[src/rtl/spart_pkg.sv]
////////////////////////////////////////////////////////////
// Shared constants and types for the serial port
// Widths, reset divisor, host register map, status bit
// positions and the engine state encodings
////////////////////////////////////////////////////////////
package spart_pkg;

    // Character and divisor sizes
    localparam int unsigned data_bits      = 8;
    localparam int unsigned div_width      = 16;
    localparam int unsigned oversample     = 16;
    localparam int unsigned tick_cnt_width = $clog2(oversample);
    localparam int unsigned bit_cnt_width  = $clog2(data_bits);

    // 26 at 125 MHz gives 16 x 27 clocks per bit
    localparam logic [div_width-1:0] default_div = div_width'(26);

    // Counter end points
    localparam logic [tick_cnt_width-1:0] last_tick = tick_cnt_width'(oversample - 1);
    localparam logic [tick_cnt_width-1:0] half_tick = tick_cnt_width'(oversample / 2 - 1);
    localparam logic [bit_cnt_width-1:0]  last_bit  = bit_cnt_width'(data_bits - 1);

    // Status byte layout, unused bits read as zero
    localparam int unsigned stat_tx_ready  = 0;
    localparam int unsigned stat_rx_full   = 1;
    localparam int unsigned stat_frame_err = 2;
    localparam int unsigned stat_overrun   = 3;

    typedef enum logic [1:0] {
        reg_data   = 2'd0,
        reg_status = 2'd1,
        reg_div_lo = 2'd2,
        reg_div_hi = 2'd3
    } reg_addr_e;

    typedef enum logic [1:0] {tx_idle, tx_start, tx_data, tx_stop} tx_state_e;
    typedef enum logic [1:0] {rx_idle, rx_start, rx_data, rx_stop} rx_state_e;

endpackage

[src/rtl/spart_core_if.sv]
////////////////////////////////////////////////////////////
// Link between the host register block and the engines
// Transmit request and ready, plus the received character
// with its strobe and framing flag
////////////////////////////////////////////////////////////
`timescale 1ns/1ps

interface spart_core_if;

    // Transmit side
    logic                             tx_start;
    logic [spart_pkg::data_bits-1:0]  tx_data;
    logic                             tx_ready;

    // Receive side, flag qualified by rx_valid
    logic [spart_pkg::data_bits-1:0]  rx_byte;
    logic                             rx_valid;
    logic                             rx_frame_err;

    modport regs (
        output tx_start, tx_data,
        input  tx_ready, rx_byte, rx_valid, rx_frame_err
    );

    modport tx (
        input  tx_start, tx_data,
        output tx_ready
    );

    modport rx (
        output rx_byte, rx_valid, rx_frame_err
    );

endinterface

[src/rtl/baud_gen.sv]
////////////////////////////////////////////////////////////
// Baud rate divider
// Emits a one-clock tick every div+1 clocks, which is the
// 16x oversampling rate shared by both engines
////////////////////////////////////////////////////////////
`timescale 1ns/1ps

module baud_gen (
    input  logic                            clk,
    input  logic                            rst_n,
    input  logic [spart_pkg::div_width-1:0] div,
    output logic                            tick
);

    logic [spart_pkg::div_width-1:0] cnt;

    // Reload on zero, so a new divisor lands at the next wrap
    always_ff @(posedge clk) begin
        if (!rst_n) begin
            cnt  <= spart_pkg::default_div;
            tick <= 1'b0;
        end else if (cnt == '0) begin
            cnt  <= div;
            tick <= 1'b1;
        end else begin
            cnt  <= cnt - 1'b1;
            tick <= 1'b0;
        end
    end

    ////////////////////////////////////////////////////////////
    // Checks
    ////////////////////////////////////////////////////////////

    // Back-to-back ticks only happen when the reload value was 0
    a_tick_spacing: assert property (
        @(posedge clk) disable iff (!rst_n)
        (tick && $past(div) != '0) |=> !tick
    );

endmodule

[src/rtl/uart_tx.sv]
////////////////////////////////////////////////////////////
// 8N1 transmitter
// Latches a byte on tx_start, then shifts start, eight data
// bits LSB first and stop, sixteen ticks per bit
////////////////////////////////////////////////////////////
`timescale 1ns/1ps

module uart_tx (
    input  logic     clk,
    input  logic     rst_n,
    input  logic     tick,
    spart_core_if.tx core,
    output logic     txd
);

    spart_pkg::tx_state_e                   state;
    logic [spart_pkg::data_bits-1:0]        shift_q;
    logic [spart_pkg::tick_cnt_width-1:0]   tick_cnt;
    logic [spart_pkg::bit_cnt_width-1:0]    bit_cnt;
    logic                                   tx_ready_q;
    logic                                   bit_end;

    assign core.tx_ready = tx_ready_q;
    assign bit_end       = tick && (tick_cnt == spart_pkg::last_tick);

    // Character shifter, LSB goes out first
    always_ff @(posedge clk) begin
        if (state == spart_pkg::tx_idle && core.tx_start) begin
            shift_q <= core.tx_data;
        end else if (state != spart_pkg::tx_idle && bit_end) begin
            shift_q <= {1'b1, shift_q[spart_pkg::data_bits-1:1]};
        end
    end

    always_ff @(posedge clk) begin
        if (!rst_n) begin
            state      <= spart_pkg::tx_idle;
            tick_cnt   <= '0;
            bit_cnt    <= '0;
            tx_ready_q <= 1'b1;
            txd        <= 1'b1;
        end else begin
            if (tick) begin
                tick_cnt <= bit_end ? '0 : tick_cnt + 1'b1;
            end
            case (state)
                spart_pkg::tx_idle: begin
                    tick_cnt <= '0;
                    // Byte pending, start bit begins on the next tick
                    if (!tx_ready_q && tick) begin
                        txd   <= 1'b0;
                        state <= spart_pkg::tx_start;
                    end else if (core.tx_start) begin
                        tx_ready_q <= 1'b0;
                    end
                end
                spart_pkg::tx_start: begin
                    if (bit_end) begin
                        txd     <= shift_q[0];
                        bit_cnt <= '0;
                        state   <= spart_pkg::tx_data;
                    end
                end
                spart_pkg::tx_data: begin
                    if (bit_end) begin
                        if (bit_cnt == spart_pkg::last_bit) begin
                            txd   <= 1'b1;
                            state <= spart_pkg::tx_stop;
                        end else begin
                            txd     <= shift_q[0];
                            bit_cnt <= bit_cnt + 1'b1;
                        end
                    end
                end
                spart_pkg::tx_stop: begin
                    if (bit_end) begin
                        tx_ready_q <= 1'b1;
                        state      <= spart_pkg::tx_idle;
                    end
                end
                default: state <= spart_pkg::tx_idle;
            endcase
        end
    end

    // Line must rest at mark whenever nothing is being sent
    a_idle_mark: assert property (
        @(posedge clk) disable iff (!rst_n)
        (state == spart_pkg::tx_idle) |-> txd
    );

endmodule

[src/rtl/uart_rx.sv]
////////////////////////////////////////////////////////////
// 8N1 receiver with 16x oversampling
// Synchronizes rxd, validates the start bit at its middle,
// samples each data bit mid-cell and checks the stop bit
// Presents the byte with a one-clock rx_valid strobe
////////////////////////////////////////////////////////////
`timescale 1ns/1ps

module uart_rx (
    input  logic     clk,
    input  logic     rst_n,
    input  logic     tick,
    input  logic     rxd,
    spart_core_if.rx core
);

    spart_pkg::rx_state_e                   state;
    logic [spart_pkg::data_bits-1:0]        shift_q;
    logic [spart_pkg::tick_cnt_width-1:0]   tick_cnt;
    logic [spart_pkg::bit_cnt_width-1:0]    bit_cnt;
    logic                                   rxd_meta;
    logic                                   rxd_sync;
    logic                                   rxd_prev;
    logic                                   start_edge;
    logic                                   bit_end;
    logic                                   rx_valid_q;
    logic                                   frame_err_q;

    assign core.rx_byte      = shift_q;
    assign core.rx_valid     = rx_valid_q;
    assign core.rx_frame_err = frame_err_q;

    assign start_edge = rxd_prev && !rxd_sync;
    assign bit_end    = tick && (tick_cnt == spart_pkg::last_tick);

    // Two-flop synchronizer plus one stage for edge detect
    always_ff @(posedge clk) begin
        if (!rst_n) begin
            rxd_meta <= 1'b1;
            rxd_sync <= 1'b1;
            rxd_prev <= 1'b1;
        end else begin
            rxd_meta <= rxd;
            rxd_sync <= rxd_meta;
            rxd_prev <= rxd_sync;
        end
    end

    // Data bits arrive LSB first, so shift in from the top
    always_ff @(posedge clk) begin
        if (state == spart_pkg::rx_data && bit_end) begin
            shift_q <= {rxd_sync, shift_q[spart_pkg::data_bits-1:1]};
        end
    end

    always_ff @(posedge clk) begin
        if (!rst_n) begin
            state       <= spart_pkg::rx_idle;
            tick_cnt    <= '0;
            bit_cnt     <= '0;
            rx_valid_q  <= 1'b0;
            frame_err_q <= 1'b0;
        end else begin
            rx_valid_q <= 1'b0;
            case (state)
                spart_pkg::rx_idle: begin
                    tick_cnt <= '0;
                    if (start_edge) begin
                        state <= spart_pkg::rx_start;
                    end
                end
                spart_pkg::rx_start: begin
                    if (tick) begin
                        if (tick_cnt == spart_pkg::half_tick) begin
                            // Middle of the start bit, high means a glitch
                            tick_cnt <= '0;
                            bit_cnt  <= '0;
                            state    <= rxd_sync ? spart_pkg::rx_idle : spart_pkg::rx_data;
                        end else begin
                            tick_cnt <= tick_cnt + 1'b1;
                        end
                    end
                end
                spart_pkg::rx_data: begin
                    if (tick) begin
                        tick_cnt <= bit_end ? '0 : tick_cnt + 1'b1;
                    end
                    if (bit_end) begin
                        if (bit_cnt == spart_pkg::last_bit) begin
                            state <= spart_pkg::rx_stop;
                        end else begin
                            bit_cnt <= bit_cnt + 1'b1;
                        end
                    end
                end
                spart_pkg::rx_stop: begin
                    if (tick) begin
                        tick_cnt <= tick_cnt + 1'b1;
                    end
                    if (bit_end) begin
                        rx_valid_q  <= 1'b1;
                        frame_err_q <= !rxd_sync;
                        state       <= spart_pkg::rx_idle;
                    end
                end
                default: state <= spart_pkg::rx_idle;
            endcase
        end
    end

    // One strobe per received character
    a_valid_pulse: assert property (
        @(posedge clk) disable iff (!rst_n)
        core.rx_valid |=> !core.rx_valid
    );

endmodule

[src/rtl/spart_regs.sv]
////////////////////////////////////////////////////////////
// Host register block
// Decodes the byte-wide bus into data, status and divisor
// registers, holds the received byte and the error flags,
// and turns data writes into transmit requests
////////////////////////////////////////////////////////////
`timescale 1ns/1ps

module spart_regs (
    input  logic                            clk,
    input  logic                            rst_n,
    input  logic                            cs,
    input  logic                            rw,
    input  logic [1:0]                      addr,
    input  logic [spart_pkg::data_bits-1:0] wdata,
    output logic [spart_pkg::data_bits-1:0] rdata,
    output logic [spart_pkg::div_width-1:0] div,
    spart_core_if.regs                      core
);

    spart_pkg::reg_addr_e              reg_sel;
    logic                              wr;
    logic                              rd;
    logic                              rd_data;
    logic                              rd_status;
    logic [spart_pkg::div_width-1:0]   div_q;
    logic [spart_pkg::data_bits-1:0]   rx_hold;
    logic [spart_pkg::data_bits-1:0]   status;
    logic                              rx_full;
    logic                              frame_err;
    logic                              overrun;

    ////////////////////////////////////////////////////////////
    // Access decode
    ////////////////////////////////////////////////////////////

    assign reg_sel   = spart_pkg::reg_addr_e'(addr);
    assign wr        = cs && !rw;
    assign rd        = cs && rw;
    assign rd_data   = rd && (reg_sel == spart_pkg::reg_data);
    assign rd_status = rd && (reg_sel == spart_pkg::reg_status);

    // Writes while the transmitter is busy are dropped here
    assign core.tx_start = wr && (reg_sel == spart_pkg::reg_data) && core.tx_ready;
    assign core.tx_data  = wdata;
    assign div           = div_q;

    always_comb begin
        status                            = '0;
        status[spart_pkg::stat_tx_ready]  = core.tx_ready;
        status[spart_pkg::stat_rx_full]   = rx_full;
        status[spart_pkg::stat_frame_err] = frame_err;
        status[spart_pkg::stat_overrun]   = overrun;
    end

    ////////////////////////////////////////////////////////////
    // Registers
    ////////////////////////////////////////////////////////////

    always_ff @(posedge clk) begin
        if (!rst_n) begin
            div_q <= spart_pkg::default_div;
        end else if (wr && reg_sel == spart_pkg::reg_div_lo) begin
            div_q[7:0] <= wdata;
        end else if (wr && reg_sel == spart_pkg::reg_div_hi) begin
            div_q[15:8] <= wdata;
        end
    end

    // Receive holding register and flags
    always_ff @(posedge clk) begin
        if (!rst_n) begin
            rx_full   <= 1'b0;
            frame_err <= 1'b0;
            overrun   <= 1'b0;
        end else begin
            if (rd_data) begin
                rx_full   <= 1'b0;
                frame_err <= 1'b0;
            end
            if (rd_status) begin
                overrun <= 1'b0;
            end
            // New byte wins over a same-cycle clear
            if (core.rx_valid) begin
                if (rx_full && !rd_data) begin
                    overrun <= 1'b1;
                end else begin
                    rx_hold   <= core.rx_byte;
                    rx_full   <= 1'b1;
                    frame_err <= core.rx_frame_err;
                end
            end
        end
    end

    // Read data stays until the next read
    always_ff @(posedge clk) begin
        if (!rst_n) begin
            rdata <= '0;
        end else if (rd) begin
            case (reg_sel)
                spart_pkg::reg_data:   rdata <= rx_hold;
                spart_pkg::reg_status: rdata <= status;
                spart_pkg::reg_div_lo: rdata <= div_q[7:0];
                spart_pkg::reg_div_hi: rdata <= div_q[15:8];
                default:               rdata <= '0;
            endcase
        end
    end

    // The transmitter takes a request on the next clock
    a_tx_handoff: assert property (
        @(posedge clk) disable iff (!rst_n)
        core.tx_start |=> !core.tx_ready
    );

endmodule

[src/rtl/spart_top.sv]
////////////////////////////////////////////////////////////
// Serial port top level
// Host register bus on one side, rxd and txd on the other
// Connects the register block, baud divider and both engines
////////////////////////////////////////////////////////////
`timescale 1ns/1ps

module spart_top (
    input  logic                            clk,
    input  logic                            rst_n,
    input  logic                            cs,
    input  logic                            rw,
    input  logic [1:0]                      addr,
    input  logic [spart_pkg::data_bits-1:0] wdata,
    output logic [spart_pkg::data_bits-1:0] rdata,
    input  logic                            rxd,
    output logic                            txd
);

    logic [spart_pkg::div_width-1:0] div;
    logic                            tick;

    spart_core_if core_if ();

    spart_regs u_regs (
        .clk   (clk),
        .rst_n (rst_n),
        .cs    (cs),
        .rw    (rw),
        .addr  (addr),
        .wdata (wdata),
        .rdata (rdata),
        .div   (div),
        .core  (core_if.regs)
    );

    baud_gen u_baud (
        .clk   (clk),
        .rst_n (rst_n),
        .div   (div),
        .tick  (tick)
    );

    uart_tx u_tx (
        .clk   (clk),
        .rst_n (rst_n),
        .tick  (tick),
        .core  (core_if.tx),
        .txd   (txd)
    );

    uart_rx u_rx (
        .clk   (clk),
        .rst_n (rst_n),
        .tick  (tick),
        .rxd   (rxd),
        .core  (core_if.rx)
    );

endmodule

[config.mk]
export PLATFORM = sky130hd
export DESIGN_NAME = spart_top
export DESIGN_NICKNAME = d
export VERILOG_FILES = /design/src/rtl/spart_pkg.sv /design/src/rtl/spart_core_if.sv /design/src/rtl/baud_gen.sv /design/src/rtl/uart_tx.sv /design/src/rtl/uart_rx.sv /design/src/rtl/spart_regs.sv /design/src/rtl/spart_top.sv
export SDC_FILE = /design/constraint.sdc
export NUM_CORES = 1
export LEC_CHECK = 0
export ABC_AREA = 1
export BUFFER_PORTS_ARGS = -buffer_cell sky130_fd_sc_hd__buf_2
export CORE_UTILIZATION = 55
export DETAILED_ROUTE_END_ITERATION = 10
export PLACE_DENSITY_LB_ADDON = 0.15
export SLEW_MARGIN = 10
export SYNTH_ARGS = -nofsm -noshare
export SYNTH_HDL_FRONTEND = slang
export SYNTH_SLANG_ARGS = --single-unit
[constraint.sdc]
create_clock -name clk -period 1.7 [get_ports clk]
set_input_delay 0.085 -clock clk [delete_from_list [all_inputs] [get_ports clk]]
set_output_delay 0.085 -clock clk [all_outputs]
set_load 0.02 [all_outputs]
==> results of run 1 <==
==> cells in the final DEF (no fill, tap or decap), drive strengths merged, types with 3 or more instances in the layout <==
cell type    instances
inv                 56
nor2               108
nand2              143
ha                  12
or2                  4
o21bai               7
a21oi               30
nor3                 5
dfxtp               69
a41oi                4
edfxtp              24
nand4                8
buf                 31
dlygate4sd3          4
o21ai               34
nand3               37
clkinv               3
clkbuf               9
==> state kept, by name, summed over array words and instances, names as in the netlist, 4 cells and up, named ones only <==
| register | cells |
|---|---|
| u_tx.shift_q | 8 |
| u_regs.rdata | 8 |
| u_rx.core.rx_byte | 8 |
| u_tx.tick_cnt | 4 |
| u_regs.div | 16 |
| u_baud.cnt | 16 |
| u_rx.tick_cnt | 4 |
| u_regs.rx_hold | 8 |
==> report_power, final <==
group,switching (uW),internal [uW]
clock network,852,567
registers,63.4,2340
logic,419,218
total,1340,3120
==> worst min-delay path: stages <==
cell,delay (ns)
buf_2,0.12
o21ai_0,0.09
nor2_1,0.07
==> stage by stage <==
step                      std cells  area [um^2]  hold WS, ns
after CTS                       707         4850       0.0180
after global placement          687         4630        0.271
final                           707         4860       0.0256
after global routing            707         4860       0.0271
after floorplan                 566         4390        0.192
after detailed placement        687         4630        0.280
==> routing by layer <==
layer | up-vias | share of wire, % | GRT usage, %
met5 | - | 0 | 0
met4 | 0 | 2.0 | 10.4
met3 | 16 | 4.8 | 4.52
met2 | 92 | 47 | 39.6
met1 | 1743 | 46 | 32.1
li1 | 1928 | - | -
==> worst max path at each step <==
stage	end	cells after the start
after floorplan	u_rx.core.rx_byte[0]	3
final	u_tx.shift_q[7]	5
after CTS	u_baud.cnt[5]	7
after global placement	u_tx.shift_q[2]	5
after detailed placement	u_tx.shift_q[2]	5
after global routing	u_tx.state[0]	8
==> kinds of logic after synthesis <==
group | after synthesis | synth area share [%]
simple gates | 308 | 30.9
flops | 93 | 47.9
compound gates | 85 | 11.0
buf+inv | 65 | 6.13
fa+ha+maj | 12 | 3.42
xor+xnor | 3 | 0.599
==> layout make-up <==
cell class	count	area share (%)
clock buffers	9	2.55
clock inverters	7	1.29
inverters	53	4.22
multi-input cells	408	41.7
flip-flops and latches	93	43.2
well taps	102	2.62
repair buffers	35	4.42
==> what timing repair did <==
action | CTS | global route
hold buffers | 4 | 0
endpoints found under the hold margin | 4 | 0
endpoints found under the setup margin | 0 | 4
resized for setup | 0 | 2
==> out/metrics.csv, run 1 <==
metric;value;unit
Max-Cap Viols;0;
Multi-input gate area;2030;um^2
Port Buffers;23;
CORE AREA;7730;um^2
Async S/R FF share, synth;0;%
post-CTS setup buffer count;0;
Buf+Inv Stages, Crit Path;2;
sequential fraction of the synthesis area;47.9;%
Mapped Nets;593;
CP endpoint kind;flip-flop;
top-area cell type share of the netlist area;31.5;%
crit path launch;u_tx.state[1];
largest net degree at the start of global routing;44;
H-tree Lvls;3;
Tot Pwr;4460;uW
first-pass GRT wire length;16.0;mm
Root Buffer;clkbuf_8;
clock-pin slew on the worst setup and hold paths;0.10;ns
Die Span Y;91.3;um
R2R cell count;5;
Slowest cell on crit path;dfxtp_1;
fraction of layout cells with a size suffix above 1;12.9;%
Hold Path Depth;3;
die width;91.3;um
slowest stage delay, CP;0.34;ns
Layout Nets;627;
vias in the first global route;3509;
CTS Buf Count;9;
Worst Path Arrival;1.62;ns
leakage;0.00208;uW
count leader, synth;nand2_1;
detailed placement HPWL;7.17;mm
Clock Latency Late Sink;0.37;ns
reg2reg setup slack;0.15;ns
CP Class;flip-flop to flip-flop;
Max IR drop VDD;0.517;mV
number of synthesized flops with an enable pin;24;
Final Max Tran Viols;0;
Clock Skew;0.0155;ns
maximum clock path buffer count;2;
Yosys warning count;0;
Final Critical Period;1.55;ns
WP data required;1.78;ns
CTS tree;built;
top post-synthesis cells by count;nand2_1, nor2_1, dfxtp_1;
status;complete, no violations;
Die ar.;8340;um^2
FP Rows;32;
hold_sp;wdata[7];
crit-path cells;inv_1 -> ha_1 -> nand4_2 -> o21ai_1 -> buf_4;
Worst slew margin;70.6;%
Least-Margin Pin Slew;0.441;ns
Routability Congestion;0.873;
Residual DRC;0;
initial antenna violation count;0;
# IOs;24;
Final Util;63.0;%
Area growth syn-to-layout;10.9;%
Initial DRC Count;144;
RR Startpoint;u_tx.state[1];
min-delay worst type;input pin to flip-flop;
reg2reg end;u_tx.shift_q[7];
#FFs+latches synth;93;
fin crit share;91.1;%
GR Overflow Total;0;
Routed WL per cell;13.6;um
drt pass-1 iters;6;
drt total wl;9.61;mm
crit path max fanout;8;
average size of a mapped cell;7.75;um^2
library cells used by synthesis;41;
final setup fails;0;
cell taking the most area after synthesis;dfxtp_1;
FF/Latch Area;2100;um^2
Via Count;3779;
Synth area leaders;dfxtp_1, edfxtp_1, nand2_1, nor2_1, inv_1;
RSZ-0062 raised after global routing;false;
ANT cells;0;
Layout fillers;703;
gr usage total;24.5;%
final hold vios;0;
Synth Instances;566;
initial core utilization;56.8;%
Final ANT Viol Nets;0;
hold endpoint;u_regs.div[15];
pwr/cell area;916;nW/um^2
setup ws final;0.151;ns
startpoint type of the worst setup path;flip-flop;
Final TNS setup;0;ns
ys flop type;dfxtp_1;
Place WS;0.155;ns
crit-path leading delay family;flip-flops;
maximum clock frequency;645;MHz
clock net sink count;93;
Post-Syn Area;4390;um^2
routed vias/inst;5.35;
Power figures use the tool's default switching activity.
==> run 2: changes to the inputs <==
Settings changed: CORE_UTILIZATION 55 to 35, PLACE_DENSITY set to 0.48, PLACE_DENSITY_LB_ADDON 0.15 to unset.
==> run 2 against run 1 <==
Effect of this change: worst setup slack worse by 0.0069 ns; utilization down 22 points; routed wire length up 11%; global-route usage down 6.8 points; first-iteration DRC count up 33%; critical path depth up 3; flip-flop and latch count unchanged; non-clock buffer count down 2; die area up 56%; critical path type unchanged.
==> out/metrics.csv, run 2 (synthesis results as in run 1) <==
metric;value;unit;change
status;complete, no violations;;
Sw Ratio;28.2;%;-1.7 points
# IOs;24;;unchanged
Comb power frac;12.8;%;-1.5 points
final setup fails;0;;unchanged
Area growth syn-to-layout;14.3;%;
Slowest cell on crit path;dfxtp_1;;
hold_sp;wdata[1];;
Max-Cap Viols;0;;unchanged
Max IR drop VDD;0.514;mV;-0.68%
Die ar.;13000;um^2;+56%
fin crit share;91.5;%;+0.40 points
largest net degree at the start of global routing;30;;-32%
Routed WL per cell;13.9;um;+2.2%
slowest stage delay, CP;0.37;ns;+0.03 ns
leakage;0.00211;uW;+1.5%
FP Rows;40;;+25%
Least-Margin Pin Slew;0.408;ns;-0.0331 ns
clock-pin slew on the worst setup and hold paths;0.07;ns;-0.03 ns
final hold vios;0;;unchanged
Die Span Y;114;um;+25%
crit-path cells;inv_1 -> ha_1 -> or2_2 -> nand2_2 -> nand3_1 -> nand2_1 -> nand2_1 -> nor2_1;;
initial core utilization;36.2;%;-21 points
Multi-input gate area;2020;um^2;-0.37%
WP data required;1.98;ns;+0.20 ns
Residual DRC;0;;unchanged
FF/Latch Area;2100;um^2;unchanged
fraction of layout cells with a size suffix above 1;13.1;%;+0.21 points
RSZ-0062 raised after global routing;false;;
gr usage total;17.7;%;-6.8 points
clock net sink count;93;;unchanged
maximum clock path buffer count;2;;unchanged
routed vias/inst;4.83;;-9.6%
Root Buffer;clkbuf_16;;
Layout fillers;1291;;+84%
Clock Latency Late Sink;0.34;ns;-0.03 ns
ANT cells;0;;unchanged
maximum clock frequency;643;MHz;-0.44%
RR Startpoint;u_tx.state[0];;
crit path max fanout;7;;-1
Routability Congestion;0.844;;-3.3%
CTS tree;built;;
Switch Pwr;1400;uW;+5.1%
Layout Nets;625;;-0.32%
Worst slew margin;72.7;%;+2.1 points
initial antenna violation count;0;;unchanged
Port Buffers;23;;unchanged
P_int;3570;uW;+14%
vias in the first global route;3527;;+0.51%
Initial DRC Count;192;;+33%
Clock Skew;0.00509;ns;-0.0104 ns
CP endpoint kind;flip-flop;;
Final TNS setup;0;ns;unchanged
crit path launch;u_tx.state[0];;
register share of total power;48.4;%;-5.5 points
pwr/cell area;991;nW/um^2;+8.2%
min-delay worst type;input pin to flip-flop;;
Final ANT Viol Nets;0;;unchanged
CTS Buf Count;9;;unchanged
most common cell after layout, fill and taps aside;nand2_1;;
GR Overflow Total;0;;unchanged
most frequent cells in the layout;nand2_1, nor2_1, dfxtp_1, inv_1, nand3_1;;
die width;114;um;+25%
Final Critical Period;1.56;ns;+0.00688 ns
Final Util;41.4;%;-22 points
drt total wl;10.7;mm;+11%
first-pass GRT wire length;17.7;mm;+10%
startpoint type of the worst setup path;flip-flop;;
drt pass-1 iters;4;;-2
Via Count;3726;;-1.4%
detailed placement HPWL;8.10;mm;+13%
Final Max Tran Viols;0;;unchanged
clock share of power;38.8;%;+7.0 points
Worst Path Arrival;1.84;ns;+0.22 ns
CORE AREA;12100;um^2;+57%
H-tree Lvls;3;;unchanged
CP Class;flip-flop to flip-flop;;
most frequent CP cell;nand2_1;;
-- run 2: changes by cell type in the layout (fill, tap and decap cells not counted), moves of 2 or more --
cell	before	now
clkbuf_8	9	0
dlygate4sd3_1	4	1
clkbuf_16	0	9
clkinvlp_4	0	2
-- run 2: worst max-delay path: cells and delay by family, from the launching register on --
family | cells | cell delay, ns
buf+inv | 1 | 0.09
simple gates | 6 | 0.82
flops | 1 | 0.37
fa+ha+maj | 1 | 0.23
-- run 2: through the flow --
| stage | instances | total power, uW | hold WS [ns] | setup slack, ns | instance area [um^2] |
|---|---|---|---|---|---|
| floorplan | 566 | 2910 | 0.192 | 0.0183 | 4390 |
| global placement | 754 | 3090 | 0.274 | 0.191 | 4720 |
| detailed placement | 754 | 3090 | 0.279 | 0.0989 | 4720 |
| CTS | 771 | 5040 | 0.00203 | 0.0978 | 5010 |
| global route | 771 | 5220 | 0.0260 | 0.00768 | 5010 |
| finish | 771 | 4970 | 0.0120 | 0.144 | 5010 |
-- run 2: worst paths after layout --
| check | end | slack (ns) | cells after the start |
|---|---|---|---|
| max | u_tx.state[0] | 0.14 | 8 |
| min | u_regs.div[1] | 0.01 | 3 |
| max reg2reg | u_tx.state[0] | 0.14 | 8 |
| min reg2reg | u_rx.rxd_sync | 0.41 | 1 |
-- run 2: layout make-up --
class                           instances  area share (%)
Sequential cell                        93            41.9
Multi-Input combinational cell        408            40.3
Clock buffer                            9            4.49
Tap cell                              168            4.19
Inverter                               53            4.09
Timing Repair Buffer                   33            3.84
Clock inverter                          7            1.15
-- run 2: power by group through the flow --
stage	clock network, uW	registers (uW)	logic (uW)
2_1_floorplan	0	2460	450
3_3_place_gp	0	2460	631
3_5_place_dp	0	2460	633
4_1_cts	2000	2410	637
5_1_grt	2090	2420	717
6_report	1930	2410	635
-- run 2: per-layer routing --
| metal | GRT usage [%] | share of wire (%) | up-vias | wire length, um |
|---|---|---|---|---|
| met3 | 3.77 | 3.0 | 21 | 321 |
| met2 | 28.4 | 45 | 64 | 4810 |
| met5 | 0 | 0 | - | 0 |
| met1 | 23.3 | 50 | 1721 | 5360 |
| li1 | - | - | 1920 | - |
| met4 | 6.41 | 2.1 | 0 | 223 |
-- run 2: what timing repair did --
item                                    4_1_cts  5_1_grt
endpoints found under the setup margin        0        4
resized for setup                             0        1
hold buffers                                  1        0
endpoints found under the hold margin         1        0
buffers inserted                              0        0
==> run 3: changes to the inputs <==
Settings changed: SYNTH_HIERARCHICAL set to 1.
==> run 3 against run 2 <==
Effect of this change: register-to-register slack worse by 0.02 ns; global-route usage down 0.87 points; clock power down 3%; flip-flop and latch count unchanged; largest power group unchanged.
==> out/metrics.csv, run 3 <==
metric;value;unit;change
clock-pin slew on the worst setup and hold paths;0.07;ns;about the same
Final Max Tran Viols;0;;unchanged
detailed placement HPWL;7.99;mm;-1.4%
M2 GR Usage;27.9;%;-0.59 points
min-delay worst type;input pin to flip-flop;;
FP Rows;41;;+2.5%
routed vias/inst;4.63;;-4.3%
Initial DRC Count;231;;+20%
Async S/R FF share, synth;0;%;unchanged
status;complete, no violations;;
initial core utilization;36.1;%;-0.096 points
Routed WL per cell;12.9;um;-7.1%
initial antenna violation count;0;;unchanged
CP endpoint kind;flip-flop;;
maximum clock frequency;633;MHz;-1.5%
register share of total power;48.8;%;+0.4 points
drt pass-1 iters;4;;unchanged
CTS Buf Count;9;;unchanged
GRT Max-Usage Layer;met2;;
Layout Nets;655;;+4.8%
fin crit share;93.0;%;+1.4 points
Max-Cap Viols;0;;unchanged
largest family of logic cells by synthesized area;simple AND/OR/NAND/NOR gates;;
pwr/cell area;948;nW/um^2;-4.4%
CTS tree;built;;
final hold vios;0;;unchanged
final setup fails;0;;unchanged
Final Non-Filler Cells;803;;+4.2%
most frequent cells in the layout;nand2_1, nor2_1, dfxtp_1, nand3_1, inv_1;;
Yosys warning count;6;;+6
Placed Cells;786;;+4.2%
first-pass GRT wire length;17.3;mm;-2.4%
Global Route met1 Usage;21.4;%;-1.9 points
met3 Use GR;3.48;%;-0.30 points
Final TNS setup;0;ns;unchanged
cell taking the most area after synthesis;dfxtp_1;;
clock share of power;38.0;%;-0.8 points
sequential fraction of the synthesis area;45.7;%;-2.2 points
largest net degree at the start of global routing;18;;-40%
Max IR drop VDD;0.408;mV;-21%
Via Count;3715;;-0.30%
RSZ-0062 raised after global routing;false;;
Comb power frac;13.1;%;+0.3 points
P_int;3570;uW;+0.11%
Sw Ratio;27.7;%;-0.53 points
Final ANT Viol Nets;0;;unchanged
leakage;0.00216;uW;+2.5%
Clock Skew;0.00929;ns;+0.00420 ns
crit path max fanout;10;;+3
count leader, synth;nand2_1;;
most common cell after layout, fill and taps aside;nand2_1;;
Residual DRC;0;;unchanged
Root Buffer;clkbuf_16;;
top post-synthesis cells by count;nand2_1, nor2_1, dfxtp_1;;
Clock Latency Late Sink;0.35;ns;about the same
Port Buffers;23;;unchanged
# IOs;24;;unchanged
Worst Path Arrival;1.68;ns;-0.16 ns
number of synthesized flops with an enable pin;24;;unchanged
Layout fillers;1381;;+7.0%
Post-Syn Area;4600;um^2;+4.8%
ys flop type;dfxtp_1;;
final instance area;5210;um^2;+3.9%
Compound-Gate Fraction of Synth Area;9.99;%;-1.0 points
placed cell area;4920;um^2;+4.4%
adder-cell share of the synthesized area;3.81;%;+0.39 points
Synth Area in XOR/XNOR;0.953;%;+0.35 points
library cells used by synthesis;36;;-12%
#FFs+latches synth;93;;unchanged
GR Overflow Total;0;;unchanged
Tot Pwr;4940;uW;-0.63%
startpoint type of the worst setup path;flip-flop;;
fraction of layout cells with a size suffix above 1;18.1;%;+5.0 points
Switch Pwr;1370;uW;-2.5%
mux cell area share after synthesis;0;%;unchanged
top-area cell type share of the netlist area;30.1;%;-1.4 points
R2R cell count;7;;-1
ANT cells;0;;unchanged
Die ar.;13600;um^2;+4.7%
gr usage total;16.8;%;-0.87 points
CP Class;flip-flop to flip-flop;;
CORE AREA;12700;um^2;+5.0%
Synth area leaders;dfxtp_1, edfxtp_1, nand2_1, nor2_1, nand3_1;;
average size of a mapped cell;7.74;um^2;-0.18%
Area growth syn-to-layout;13.4;%;
vias in the first global route;3573;;+1.3%
WP data required;1.80;ns;-0.18 ns
Post-Synth Simple-Gate Area;32.9;%;+2.0 points
H-tree Lvls;3;;unchanged
Least-Margin Pin Slew;0.297;ns;-0.110 ns
Final Critical Period;1.58;ns;+0.0242 ns
Routability Congestion;0.894;;+5.9%
maximum clock path buffer count;2;;unchanged
Worst slew margin;80.2;%;+7.4 points
drt total wl;10.4;mm;-3.3%
Hold Path Depth;3;;unchanged
Die Span Y;117;um;+2.3%
die width;117;um;+2.3%
Synth Instances;594;;+4.9%
Mapped Nets;623;;+5.1%
clock net sink count;93;;unchanged
[run 3: metrics by stage]
stage	hold WS (ns)	util [%]	setup slack (ns)
2_1_floorplan	0.154	-	0.0998
3_3_place_gp	0.274	38.7	0.153
3_5_place_dp	0.273	38.7	0.124
4_1_cts	0.000452	40.9	0.120
5_1_grt	0.00378	41.0	0.00489
6_report	0.00247	41.0	0.119
[run 3: layer usage]
metal	vias up	share of wire (%)	routed length, um
met5	-	0	0
met4	0	1.7	175
met3	15	2.6	270
met2	49	48	4930
met1	1670	48	4990
li1	1981	-	-
[run 3: what timing repair did]
| action | CTS | global route |
|---|---|---|
| resized for setup | 0 | 1 |
| hold buffers | 1 | 0 |
| buffers inserted | 0 | 0 |
| endpoints found under the setup margin | 0 | 1 |
| endpoints found under the hold margin | 1 | 0 |
[run 3: path summary, 6_finish.rpt]
check / slack (ns) / end / from
worst min-delay path: 0.002 / u_regs/div[3] / wdata[3]
worst max register to register: 0.12 / u_tx/shift_q[2] / u_tx/state[0]
worst max-delay path: 0.12 / u_tx/shift_q[2] / u_tx/state[0]
worst min register to register: 0.43 / u_rx/rxd_sync / u_rx/rxd_meta
[run 3: layout make-up]
class                   count  area, um^2  share of cell area, %
repair buffers             36         215                   4.13
multi-input cells         433        2200                   42.2
inverters                  53         205                   3.94
clock inverters             7        51.3                  0.984
well taps                 172         215                   4.13
flip-flops and latches     93        2100                   40.3
clock buffers               9         225                   4.32
[run 3: cells by family after synthesis]
family,after synthesis
xor+xnor,5
flops,93
compound gates,81
simple gates,333
fa+ha+maj,14
buf+inv,68
[run 3: worst max-delay path, stage by stage (launching register included)]
cell,delay (ns)
dfxtp_1,0.39
inv_1,0.12
ha_1,0.30
nand2_2,0.21
inv_2,0.05
buf_4,0.15
nand2_1,0.05
nand2_1,0.06
[run 3: power by group through the flow]
| stage | combinational [uW] | clock (uW) | sequential (uW) |
|---|---|---|---|
| after floorplan | 477 | 0 | 2460 |
| after global placement | 639 | 0 | 2460 |
| after detailed placement | 650 | 0 | 2460 |
| after CTS | 655 | 1960 | 2410 |
| after global routing | 741 | 2040 | 2420 |
| final | 648 | 1880 | 2410 |
